`config.mk`:
```
export PLATFORM = sky130hd
export DESIGN_NAME = gat_top
export DESIGN_NICKNAME = d
export VERILOG_FILES = /design/src/rtl/gat_pkg.sv /design/src/rtl/gat_bram.sv /design/src/rtl/spmm_scheduler.sv /design/src/rtl/wh_accumulator.sv /design/src/rtl/feat_writer.sv /design/src/rtl/gat_top.sv
export VERILOG_INCLUDE_DIRS = /design/src /design/src/rtl
export SDC_FILE = /design/constraint.sdc
export NUM_CORES = 2
export LEC_CHECK = 0
export BUFFER_PORTS_ARGS = -buffer_cell sky130_fd_sc_hd__buf_2
export CAP_MARGIN = 5
export CORE_ASPECT_RATIO = 2
export CORE_MARGIN = 2
export CORE_UTILIZATION = 35
export DETAILED_ROUTE_END_ITERATION = 7
export GPL_ROUTABILITY_DRIVEN = 0
export PLACE_DENSITY = 0.53
export SLEW_MARGIN = 20
export SYNTH_ARGS = -nofsm -noshare
export SYNTH_HDL_FRONTEND = slang
export SYNTH_SLANG_ARGS = --single-unit
```
`constraint.sdc`:
```
create_clock -name clk -period 6.6 [get_ports clk]
set_clock_uncertainty 0.2 [all_clocks]
set_input_delay 1.32 -clock clk [delete_from_list [all_inputs] [get_ports clk]]
set_output_delay 1.32 -clock clk [all_outputs]
set_load 0.005 [all_outputs]
```
`src/rtl/gat_consts.svh`:
```
/*
 * GAT feature transform sizes
 * Matrix shapes, data widths and memory depths of the WH core
 */

`ifndef GAT_CONSTS_SVH
`define GAT_CONSTS_SVH

// ========================================
// Base sizes
// ========================================
`define GAT_DATA_WIDTH          8
`define GAT_NUM_FEATURE_IN      11
`define GAT_NUM_FEATURE_OUT     4
`define GAT_TOTAL_NODES         16
`define GAT_H_NUM_SPARSE_DATA   64
`define GAT_ACC_WIDTH           20
`define GAT_FEAT_WIDTH          32

// ========================================
// Derived widths and depths
// ========================================
`define GAT_COL_IDX_WIDTH       ($clog2(`GAT_NUM_FEATURE_IN))
`define GAT_H_DATA_WIDTH        (`GAT_DATA_WIDTH + `GAT_COL_IDX_WIDTH)
`define GAT_H_ADDR_WIDTH        ($clog2(`GAT_H_NUM_SPARSE_DATA))
// Row length counts 0 to NUM_FEATURE_IN inclusive
`define GAT_ROW_LEN_WIDTH       ($clog2(`GAT_NUM_FEATURE_IN + 1))
`define GAT_NODE_IDX_WIDTH      ($clog2(`GAT_TOTAL_NODES))
`define GAT_FEAT_DEPTH          (`GAT_TOTAL_NODES * `GAT_NUM_FEATURE_OUT)
`define GAT_FEAT_ADDR_WIDTH     ($clog2(`GAT_FEAT_DEPTH))

`endif

```
`src/rtl/gat_pkg.sv`:
```
/*
 * GAT core types
 * Named vectors for H values, indices, addresses, weight rows
 * and accumulated WH results
 */

`default_nettype none

`include "gat_consts.svh"

package gat_pkg;

  // H matrix
  typedef logic signed [`GAT_DATA_WIDTH-1:0]      h_value_t;
  typedef logic        [`GAT_COL_IDX_WIDTH-1:0]   col_idx_t;
  // Value in the upper bits, column index below
  typedef logic        [`GAT_H_DATA_WIDTH-1:0]    h_data_t;
  typedef logic        [`GAT_H_ADDR_WIDTH-1:0]    h_addr_t;
  typedef logic        [`GAT_ROW_LEN_WIDTH-1:0]   row_len_t;
  typedef logic        [`GAT_NODE_IDX_WIDTH-1:0]  node_idx_t;

  // One W row, feature f in byte f
  typedef logic [`GAT_NUM_FEATURE_OUT-1:0][`GAT_DATA_WIDTH-1:0] wgt_row_t;

  // WH results
  typedef logic signed [`GAT_ACC_WIDTH-1:0]       acc_t;
  typedef acc_t        [`GAT_NUM_FEATURE_OUT-1:0] wh_row_t;

  typedef logic        [`GAT_FEAT_ADDR_WIDTH-1:0] feat_addr_t;
  typedef logic        [`GAT_FEAT_WIDTH-1:0]      feat_data_t;

endpackage

`default_nettype wire

```
`src/rtl/gat_bram.sv`:
```
/*
 * Simple dual-port block memory
 * Port A writes, port B reads through an output register
 */

`timescale 1ns/100ps
`default_nettype none

module gat_bram #(
  parameter int DATA_WIDTH = 8,
  parameter int DEPTH      = 64,
  localparam int ADDR_W    = $clog2(DEPTH)
) (
  input  logic                  clk,
  input  logic                  ena,
  input  logic                  wea,
  input  logic [ADDR_W-1:0]     addra,
  input  logic [DATA_WIDTH-1:0] din,
  input  logic [ADDR_W-1:0]     addrb,
  output logic [DATA_WIDTH-1:0] dout
);

  logic [DATA_WIDTH-1:0] mem [DEPTH];

  always_ff @(posedge clk) begin
    if (ena && wea) begin
      mem[addra] <= din;
    end
  end

  // One cycle read latency
  always_ff @(posedge clk) begin
    dout <= mem[addrb];
  end

endmodule

`default_nettype wire

```
`src/rtl/spmm_scheduler.sv`:
```
/*
 * Sparse H row scheduler
 * Walks the nodes in order, fetches each row length and issues one
 * H data read per nonzero. Waits for the feature writer between rows
 * and raises gat_ready once the last row is stored
 */

`timescale 1ns/100ps
`default_nettype none

`include "gat_consts.svh"

module spmm_scheduler (
  input  logic               clk,
  input  logic               rst_n,
  input  logic               h_data_bram_load_done,
  input  logic               h_node_info_bram_load_done,
  input  logic               wgt_bram_load_done,
  output gat_pkg::node_idx_t node_info_addrb,
  input  gat_pkg::row_len_t  node_info_dout,
  output gat_pkg::h_addr_t   h_data_addrb,
  output logic               h_rd,
  output logic               row_last,
  output logic               row_empty,
  input  logic               feat_done,
  output logic               gat_ready
);

  import gat_pkg::*;

  typedef enum logic [2:0] {
    S_IDLE,
    S_INFO,
    S_ISSUE,
    S_WAIT,
    S_DONE
  } state_t;

  state_t    state;
  node_idx_t node_cnt;
  h_addr_t   h_ptr;
  row_len_t  rem_cnt;
  logic      all_loaded;
  logic      last_node;

  assign all_loaded = h_data_bram_load_done & h_node_info_bram_load_done &
                      wgt_bram_load_done;
  assign last_node  = (node_cnt == node_idx_t'(`GAT_TOTAL_NODES - 1));

  // Look one node ahead while waiting, so the row length is ready in S_INFO
  assign node_info_addrb = (state == S_WAIT) ? node_idx_t'(node_cnt + 1'b1) : node_cnt;

  assign h_data_addrb = h_ptr;
  assign h_rd         = (state == S_ISSUE);
  assign row_last     = (state == S_ISSUE) && (rem_cnt == row_len_t'(1));
  assign row_empty    = (state == S_INFO) && (node_info_dout == '0);

  // ========================================
  // Control FSM
  // ========================================
  always_ff @(posedge clk) begin
    if (!rst_n) begin
      state     <= S_IDLE;
      node_cnt  <= '0;
      h_ptr     <= '0;
      rem_cnt   <= '0;
      gat_ready <= 1'b0;
    end else begin
      case (state)
        S_IDLE: begin
          if (all_loaded) begin
            state <= S_INFO;
          end
        end
        S_INFO: begin
          rem_cnt <= node_info_dout;
          state   <= (node_info_dout == '0) ? S_WAIT : S_ISSUE;
        end
        S_ISSUE: begin
          // H pointer keeps running across rows
          h_ptr   <= h_ptr + 1'b1;
          rem_cnt <= rem_cnt - 1'b1;
          if (rem_cnt == row_len_t'(1)) begin
            state <= S_WAIT;
          end
        end
        S_WAIT: begin
          if (feat_done) begin
            if (last_node) begin
              state     <= S_DONE;
              gat_ready <= 1'b1;
            end else begin
              node_cnt <= node_cnt + 1'b1;
              state    <= S_INFO;
            end
          end
        end
        // Terminal until the next reset
        S_DONE: begin
          gat_ready <= 1'b1;
        end
        default: begin
          state <= S_IDLE;
        end
      endcase
    end
  end

endmodule

`default_nettype wire

```
`src/rtl/wh_accumulator.sv`:
```
/*
 * WH row accumulator
 * Reads the W row addressed by each H column and adds value times
 * weight into one accumulator per output feature. Emits the row
 * after its last product, or right away for an empty row
 */

`timescale 1ns/100ps
`default_nettype none

`include "gat_consts.svh"

module wh_accumulator (
  input  logic              clk,
  input  logic              rst_n,
  input  logic              h_rd,
  input  logic              row_last,
  input  logic              row_empty,
  input  gat_pkg::h_data_t  h_data_dout,
  output gat_pkg::col_idx_t wgt_addrb,
  input  gat_pkg::wgt_row_t wgt_dout,
  output logic              row_valid,
  output gat_pkg::wh_row_t  wh_row
);

  import gat_pkg::*;

  localparam int NF = `GAT_NUM_FEATURE_OUT;
  localparam int DW = `GAT_DATA_WIDTH;
  localparam int CW = $bits(col_idx_t);
  localparam int HW = $bits(h_data_t);

  logic     rd_d;
  logic     last_d;
  logic     empty_d;
  logic     s1_vld;
  logic     s1_last;
  logic     s1_empty;
  h_value_t s1_val;
  wh_row_t  acc;
  wh_row_t  acc_nxt;

  // Weight row comes straight from the H column
  assign wgt_addrb = h_data_dout[CW-1:0];
  assign wh_row    = acc;

  // ========================================
  // Flag pipeline
  // ========================================
  always_ff @(posedge clk) begin
    if (!rst_n) begin
      rd_d      <= 1'b0;
      last_d    <= 1'b0;
      empty_d   <= 1'b0;
      s1_vld    <= 1'b0;
      s1_last   <= 1'b0;
      s1_empty  <= 1'b0;
      row_valid <= 1'b0;
      acc       <= '0;
    end else begin
      // Align with H data dout
      rd_d      <= h_rd;
      last_d    <= row_last;
      empty_d   <= row_empty;
      s1_vld    <= rd_d;
      s1_last   <= last_d;
      s1_empty  <= empty_d;
      row_valid <= (s1_vld & s1_last) | s1_empty;
      acc       <= acc_nxt;
    end
  end

  // Value waits here while the weight row is read
  always_ff @(posedge clk) begin
    if (rd_d) begin
      s1_val <= h_value_t'(h_data_dout[HW-1 -: DW]);
    end
  end

  // Clear after an emitted row, then add this cycle's products
  always_comb begin
    for (int f = 0; f < NF; f++) begin
      acc_nxt[f] = row_valid ? acc_t'(0) : acc[f];
      if (s1_vld) begin
        acc_nxt[f] = acc_nxt[f] + acc_t'(s1_val) * acc_t'(h_value_t'(wgt_dout[f]));
      end
    end
  end

endmodule

`default_nettype wire

```
`src/rtl/feat_writer.sv`:
```
/*
 * Feature memory writer
 * Latches one WH row and writes its features, sign-extended,
 * to consecutive addresses of the node, one word per cycle
 */

`timescale 1ns/100ps
`default_nettype none

`include "gat_consts.svh"

module feat_writer (
  input  logic                clk,
  input  logic                rst_n,
  input  logic                row_valid,
  input  gat_pkg::wh_row_t    wh_row,
  output logic                feat_ena,
  output gat_pkg::feat_addr_t feat_addra,
  output gat_pkg::feat_data_t feat_din,
  output logic                feat_done
);

  import gat_pkg::*;

  localparam int NF  = `GAT_NUM_FEATURE_OUT;
  localparam int AW  = `GAT_ACC_WIDTH;
  localparam int FW  = `GAT_FEAT_WIDTH;
  localparam int FIW = $clog2(NF);

  logic           busy;
  logic [FIW-1:0] f_idx;
  node_idx_t      node_cnt;
  wh_row_t        row_q;
  acc_t           cur_acc;

  assign cur_acc    = row_q[f_idx];
  assign feat_ena   = busy;
  // Address is node * NUM_FEATURE_OUT + feature
  assign feat_addra = feat_addr_t'(node_cnt) * feat_addr_t'(NF) + feat_addr_t'(f_idx);
  assign feat_din   = {{(FW - AW){cur_acc[AW-1]}}, cur_acc};

  always_ff @(posedge clk) begin
    if (!rst_n) begin
      busy      <= 1'b0;
      f_idx     <= '0;
      node_cnt  <= '0;
      feat_done <= 1'b0;
    end else begin
      feat_done <= 1'b0;
      if (!busy) begin
        if (row_valid) begin
          busy  <= 1'b1;
          f_idx <= '0;
        end
      end else if (f_idx == FIW'(NF - 1)) begin
        busy      <= 1'b0;
        f_idx     <= '0;
        node_cnt  <= node_cnt + 1'b1;
        feat_done <= 1'b1;
      end else begin
        f_idx <= f_idx + 1'b1;
      end
    end
  end

  always_ff @(posedge clk) begin
    if (row_valid && !busy) begin
      row_q <= wh_row;
    end
  end

endmodule

`default_nettype wire

```
`src/rtl/gat_top.sv`:
```
/*
 * GAT feature transform core
 * Host-loaded H and W memories feed a sparse WH pipeline whose rows
 * land in the feature memory, readable by the host on port B
 */

`timescale 1ns/100ps
`default_nettype none

`include "gat_consts.svh"

module gat_top (
  input  logic                clk,
  input  logic                rst_n,

  input  logic                h_data_bram_load_done,
  input  logic                h_node_info_bram_load_done,
  input  logic                wgt_bram_load_done,
  output logic                gat_ready,

  input  gat_pkg::h_data_t    h_data_bram_din,
  input  logic                h_data_bram_ena,
  input  logic                h_data_bram_wea,
  input  gat_pkg::h_addr_t    h_data_bram_addra,

  input  gat_pkg::row_len_t   h_node_info_bram_din,
  input  logic                h_node_info_bram_ena,
  input  logic                h_node_info_bram_wea,
  input  gat_pkg::node_idx_t  h_node_info_bram_addra,

  input  gat_pkg::wgt_row_t   wgt_bram_din,
  input  logic                wgt_bram_ena,
  input  logic                wgt_bram_wea,
  input  gat_pkg::col_idx_t   wgt_bram_addra,

  input  gat_pkg::feat_addr_t feat_bram_addrb,
  output gat_pkg::feat_data_t feat_bram_dout
);

  import gat_pkg::*;

  h_addr_t    h_data_addrb;
  h_data_t    h_data_dout;
  node_idx_t  node_info_addrb;
  row_len_t   node_info_dout;
  col_idx_t   wgt_addrb;
  wgt_row_t   wgt_dout;

  logic       h_rd;
  logic       row_last;
  logic       row_empty;
  logic       row_valid;
  wh_row_t    wh_row;

  logic       feat_ena;
  feat_addr_t feat_addra;
  feat_data_t feat_din;
  logic       feat_done;

  // ========================================
  // Memories
  // ========================================
  gat_bram #(
    .DATA_WIDTH ($bits(h_data_t)),
    .DEPTH      (`GAT_H_NUM_SPARSE_DATA)
  ) u_h_data_bram (
    .clk   (clk),
    .ena   (h_data_bram_ena),
    .wea   (h_data_bram_wea),
    .addra (h_data_bram_addra),
    .din   (h_data_bram_din),
    .addrb (h_data_addrb),
    .dout  (h_data_dout)
  );

  gat_bram #(
    .DATA_WIDTH ($bits(row_len_t)),
    .DEPTH      (`GAT_TOTAL_NODES)
  ) u_h_node_info_bram (
    .clk   (clk),
    .ena   (h_node_info_bram_ena),
    .wea   (h_node_info_bram_wea),
    .addra (h_node_info_bram_addra),
    .din   (h_node_info_bram_din),
    .addrb (node_info_addrb),
    .dout  (node_info_dout)
  );

  gat_bram #(
    .DATA_WIDTH ($bits(wgt_row_t)),
    .DEPTH      (`GAT_NUM_FEATURE_IN)
  ) u_wgt_bram (
    .clk   (clk),
    .ena   (wgt_bram_ena),
    .wea   (wgt_bram_wea),
    .addra (wgt_bram_addra),
    .din   (wgt_bram_din),
    .addrb (wgt_addrb),
    .dout  (wgt_dout)
  );

  gat_bram #(
    .DATA_WIDTH ($bits(feat_data_t)),
    .DEPTH      (`GAT_FEAT_DEPTH)
  ) u_feat_bram (
    .clk   (clk),
    .ena   (feat_ena),
    .wea   (feat_ena),
    .addra (feat_addra),
    .din   (feat_din),
    .addrb (feat_bram_addrb),
    .dout  (feat_bram_dout)
  );

  // ========================================
  // Compute chain
  // ========================================
  spmm_scheduler u_spmm_scheduler (
    .clk                        (clk),
    .rst_n                      (rst_n),
    .h_data_bram_load_done      (h_data_bram_load_done),
    .h_node_info_bram_load_done (h_node_info_bram_load_done),
    .wgt_bram_load_done         (wgt_bram_load_done),
    .node_info_addrb            (node_info_addrb),
    .node_info_dout             (node_info_dout),
    .h_data_addrb               (h_data_addrb),
    .h_rd                       (h_rd),
    .row_last                   (row_last),
    .row_empty                  (row_empty),
    .feat_done                  (feat_done),
    .gat_ready                  (gat_ready)
  );

  wh_accumulator u_wh_accumulator (
    .clk         (clk),
    .rst_n       (rst_n),
    .h_rd        (h_rd),
    .row_last    (row_last),
    .row_empty   (row_empty),
    .h_data_dout (h_data_dout),
    .wgt_addrb   (wgt_addrb),
    .wgt_dout    (wgt_dout),
    .row_valid   (row_valid),
    .wh_row      (wh_row)
  );

  feat_writer u_feat_writer (
    .clk        (clk),
    .rst_n      (rst_n),
    .row_valid  (row_valid),
    .wh_row     (wh_row),
    .feat_ena   (feat_ena),
    .feat_addra (feat_addra),
    .feat_din   (feat_din),
    .feat_done  (feat_done)
  );

endmodule

`default_nettype wire

```
==> results_dict.tcl <==
set metrics [dict create \
    area_growth_pct 13.7 \
    initial_core_util 0.351 \
    ys_types 78 \
    synth_area_leaders "edfxtp_1 (66%), mux4_2 (16%), fa_1 (3.8%)" \
    num_rows 300 \
    layout_commonest_cell "edfxtp_1" \
    finalNetCount 6892 \
    grt-ovfl-total 0 \
    drt_iter0_markers 4072 \
    grt_pass1_vias 60909 \
    drt-pass1-iter-count 6 \
    synth_top_area_cell "edfxtp_1" \
    synth_cells 6070 \
    clkTransAtPathRegs_ps 60 \
    preCtsSetupSlack_ps -10.4 \
    grt_use_total 0.173 \
    maxCapViolations 0 \
    grt.busiest_layer "met2" \
    final_cell_mix "edfxtp_1 (2552), mux4_2 (807), inv_1 (355)" \
    setup_violations 0 \
    ant_nets 0 \
    multi_input_area_mm2 0.0350 \
    cts-root-buf "clkbuf_16" \
    finalWirelength_mm 294 \
    start_kind "flop" \
    synth_top_cell_area_share 0.656 \
    reg2reg_from "u_wh_accumulator.s1_val[6]" \
    clock_latency_ps 930 \
    synth_edf_count 2552 \
    hp-class "reg -> reg" \
    peakVddDrop_mv 0.633 \
    critPathMaxStageDelay_ps 530 \
    ys_seq_elements 2733 \
    htreeDepth 4 \
    critPathRequiredTime_ps 7250 \
    synth_top_flop_cell "edfxtp_1" \
    worst_hold_startpoint "u_h_data_bram.dout[6]" \
    min_period_over_period 0.969 \
    met1_usage 0.183 \
    die_h_um 821 \
    status "complete, no violations" \
    finalMaxSlewViolations 0 \
    endpoint_kind "flop" \
    period_needed_ps 6400 \
    setup_slack_ps 205 \
    p_per_area_mw_per_mm2 442 \
    yosysSeqAreaShare 0.687 \
    layoutNonFillerInstCount 10995 \
    grt_pass1_wl_mm 427 \
    grt_antenna_before_repair 16 \
    hold_viol 0 \
    dieArea_mm2 0.339 \
    syn_nets 6567 \
    wl_per_cell_um 26.7 \
    grt_util_met2 0.344 \
    dp_cells 10506 \
    grt_max_degree 96 \
    drive_gt1_frac 0.268 \
    vias 56292 \
    final_core_util 0.399 \
    cpMostUsedCell "fa_1" \
    use_met3 0.0189 \
    synth_area_per_cell_um2 19.3 \
    crit_arrival_ps 7040 \
    nFillCells 29799 \
    cts_buffers 244 \
    pin_count 112 \
    cts_tree "done" \
    tns_ps 0 \
    yosysWarningCount 0 \
    max_freq_mhz 156 \
    drc 0 \
    slew_headroom 0.258 \
    tightest_slew_ps 1110 \
    whs_ps 211 \
    async_flop_share 0 \
    critPathLaunch "u_wh_accumulator.s1_val[6]" \
    crit_slowest_cell "fa_1" \
    regArea_mm2 0.0803 \
    core-area_mm2 0.333 \
    syn-cell-area_mm2 0.117 \
    grt_setup_unrepaired "yes" \
    viasPerCell 5.12 \
    die_w_um 413 \
    dp_hpwl_mm 193 \
    p_leak_uw 0.0436 \
    cp_max_fo 6 \
    portBuffers 111 \
    cts_sinks 2733 \
    clock_path_buffers 4 \
    critPathKind "reg -> reg" \
]
[metrics by stage]
stage / area [um2] / power (uW)
global placement: 124000 / 42300
finish: 133000 / 58700
floorplan: 117000 / 36800
CTS: 132000 / 57200
global route: 133000 / 62600
detailed placement: 124000 / 42600
[final timing paths]
| kind | to | slack, ps | depth (start not counted) |
|---|---|---|---|
| worst min-delay path | u_wh_accumulator.s1_val[2] | 210 | 0 |
| worst max-delay path | u_wh_accumulator.wh_row[39] | 200 | 30 |
| worst max register to register | u_wh_accumulator.wh_row[39] | 200 | 30 |
| worst min register to register | u_wh_accumulator.s1_val[2] | 210 | 0 |
[state kept, by name, summed over array words and instances, names as in the netlist, 2 cells and up]
name                           flops
u_spmm_scheduler.node_cnt          4
u_wh_accumulator.wh_row           80
u_spmm_scheduler.h_data_addrb      6
u_feat_writer.f_idx                2
u_wgt_bram.mem                   352
u_spmm_scheduler.state             3
u_h_node_info_bram.dout            4
u_spmm_scheduler.rem_cnt           4
u_wh_accumulator.s1_val            8
u_feat_bram.mem                 1280
u_feat_bram.dout                  20
u_h_data_bram.mem                768
u_h_node_info_bram.mem            64
u_h_data_bram.dout                12
u_wgt_bram.dout                   32
u_feat_writer.node_cnt             4
u_feat_writer.row_q               80
[kinds of logic after synthesis]
kind of cell / Yosys count / share of synthesized area
fa+ha+maj: 419 / 0.0592
simple gates: 902 / 0.0394
flops: 2733 / 0.687
xor+xnor: 126 / 0.00970
buf+inv: 646 / 0.0217
compound gates: 350 / 0.0200
mux: 894 / 0.163
[synthesized netlist by cell type (13+ instances only)]
| cell | instances |
|---|---|
| nand2b_1 | 30 |
| nand4_1 | 15 |
| and3_1 | 18 |
| mux2_2 | 36 |
| fa_1 | 224 |
| nand3_1 | 31 |
| buf_1 | 28 |
| inv_1 | 368 |
| dfxtp_1 | 181 |
| nor2b_1 | 110 |
| a21o_1 | 31 |
| o21a_1 | 22 |
| clkbuf_1 | 186 |
| edfxtp_1 | 2552 |
| nor3_1 | 34 |
| a211oi_1 | 27 |
| ha_1 | 194 |
| buf_2 | 49 |
| buf_4 | 13 |
| mux2i_1 | 50 |
| a21oi_1 | 105 |
| mux4_2 | 808 |
| nand2_1 | 120 |
| or3_1 | 19 |
| and2_1 | 184 |
| nor2_1 | 292 |
| o21bai_1 | 20 |
| xnor2_1 | 90 |
| o21ai_0 | 52 |
| xor2_1 | 32 |
[final cells by class]
type / count / share of cell area
Antenna cell: 17 / 0.000320
Clock buffer: 294 / 0.0477
Clock inverter: 156 / 0.0125
Inverter: 369 / 0.0104
Multi-Input combinational cell: 2691 / 0.263
Sequential cell: 2733 / 0.604
Tap cell: 4379 / 0.0412
Timing Repair Buffer: 356 / 0.0209
[repair_timing]
item	4_1_cts	5_1_grt
setup buffers	0	21
hold buffers	0	0
pin swaps	0	59
resized for setup	1	90
endpoints found under the setup margin	1	19
gates cloned	0	2
[worst max-delay path: cells and delay by family, from the launching register on]
| family | cells | cell delay (ps) |
|---|---|---|
| adders and majority gates | 6 | 2680 |
| AOI/OAI and AO/OA | 8 | 1050 |
| and+or+nand+nor | 7 | 960 |
| buffers and inverters | 7 | 660 |
| DFF | 1 | 430 |
| muxes | 1 | 180 |
| xor gates and xnor gates | 1 | 130 |
[metal layers]
metal	vias up	wire length, um
li1	24586	-
met1	30150	101000
met2	1122	172000
met3	422	9850
met4	12	11200
met5	-	72
[power breakdown]
group	switching, uW	total (uW)	internal, uW	leakage, uW
registers	295	19300	19000	0.0245
logic	13400	24900	11500	0.0153
clock network	6520	14500	7980	0.00390
total	20200	58700	38500	0.0436
(Power assumes the default switching activity.)
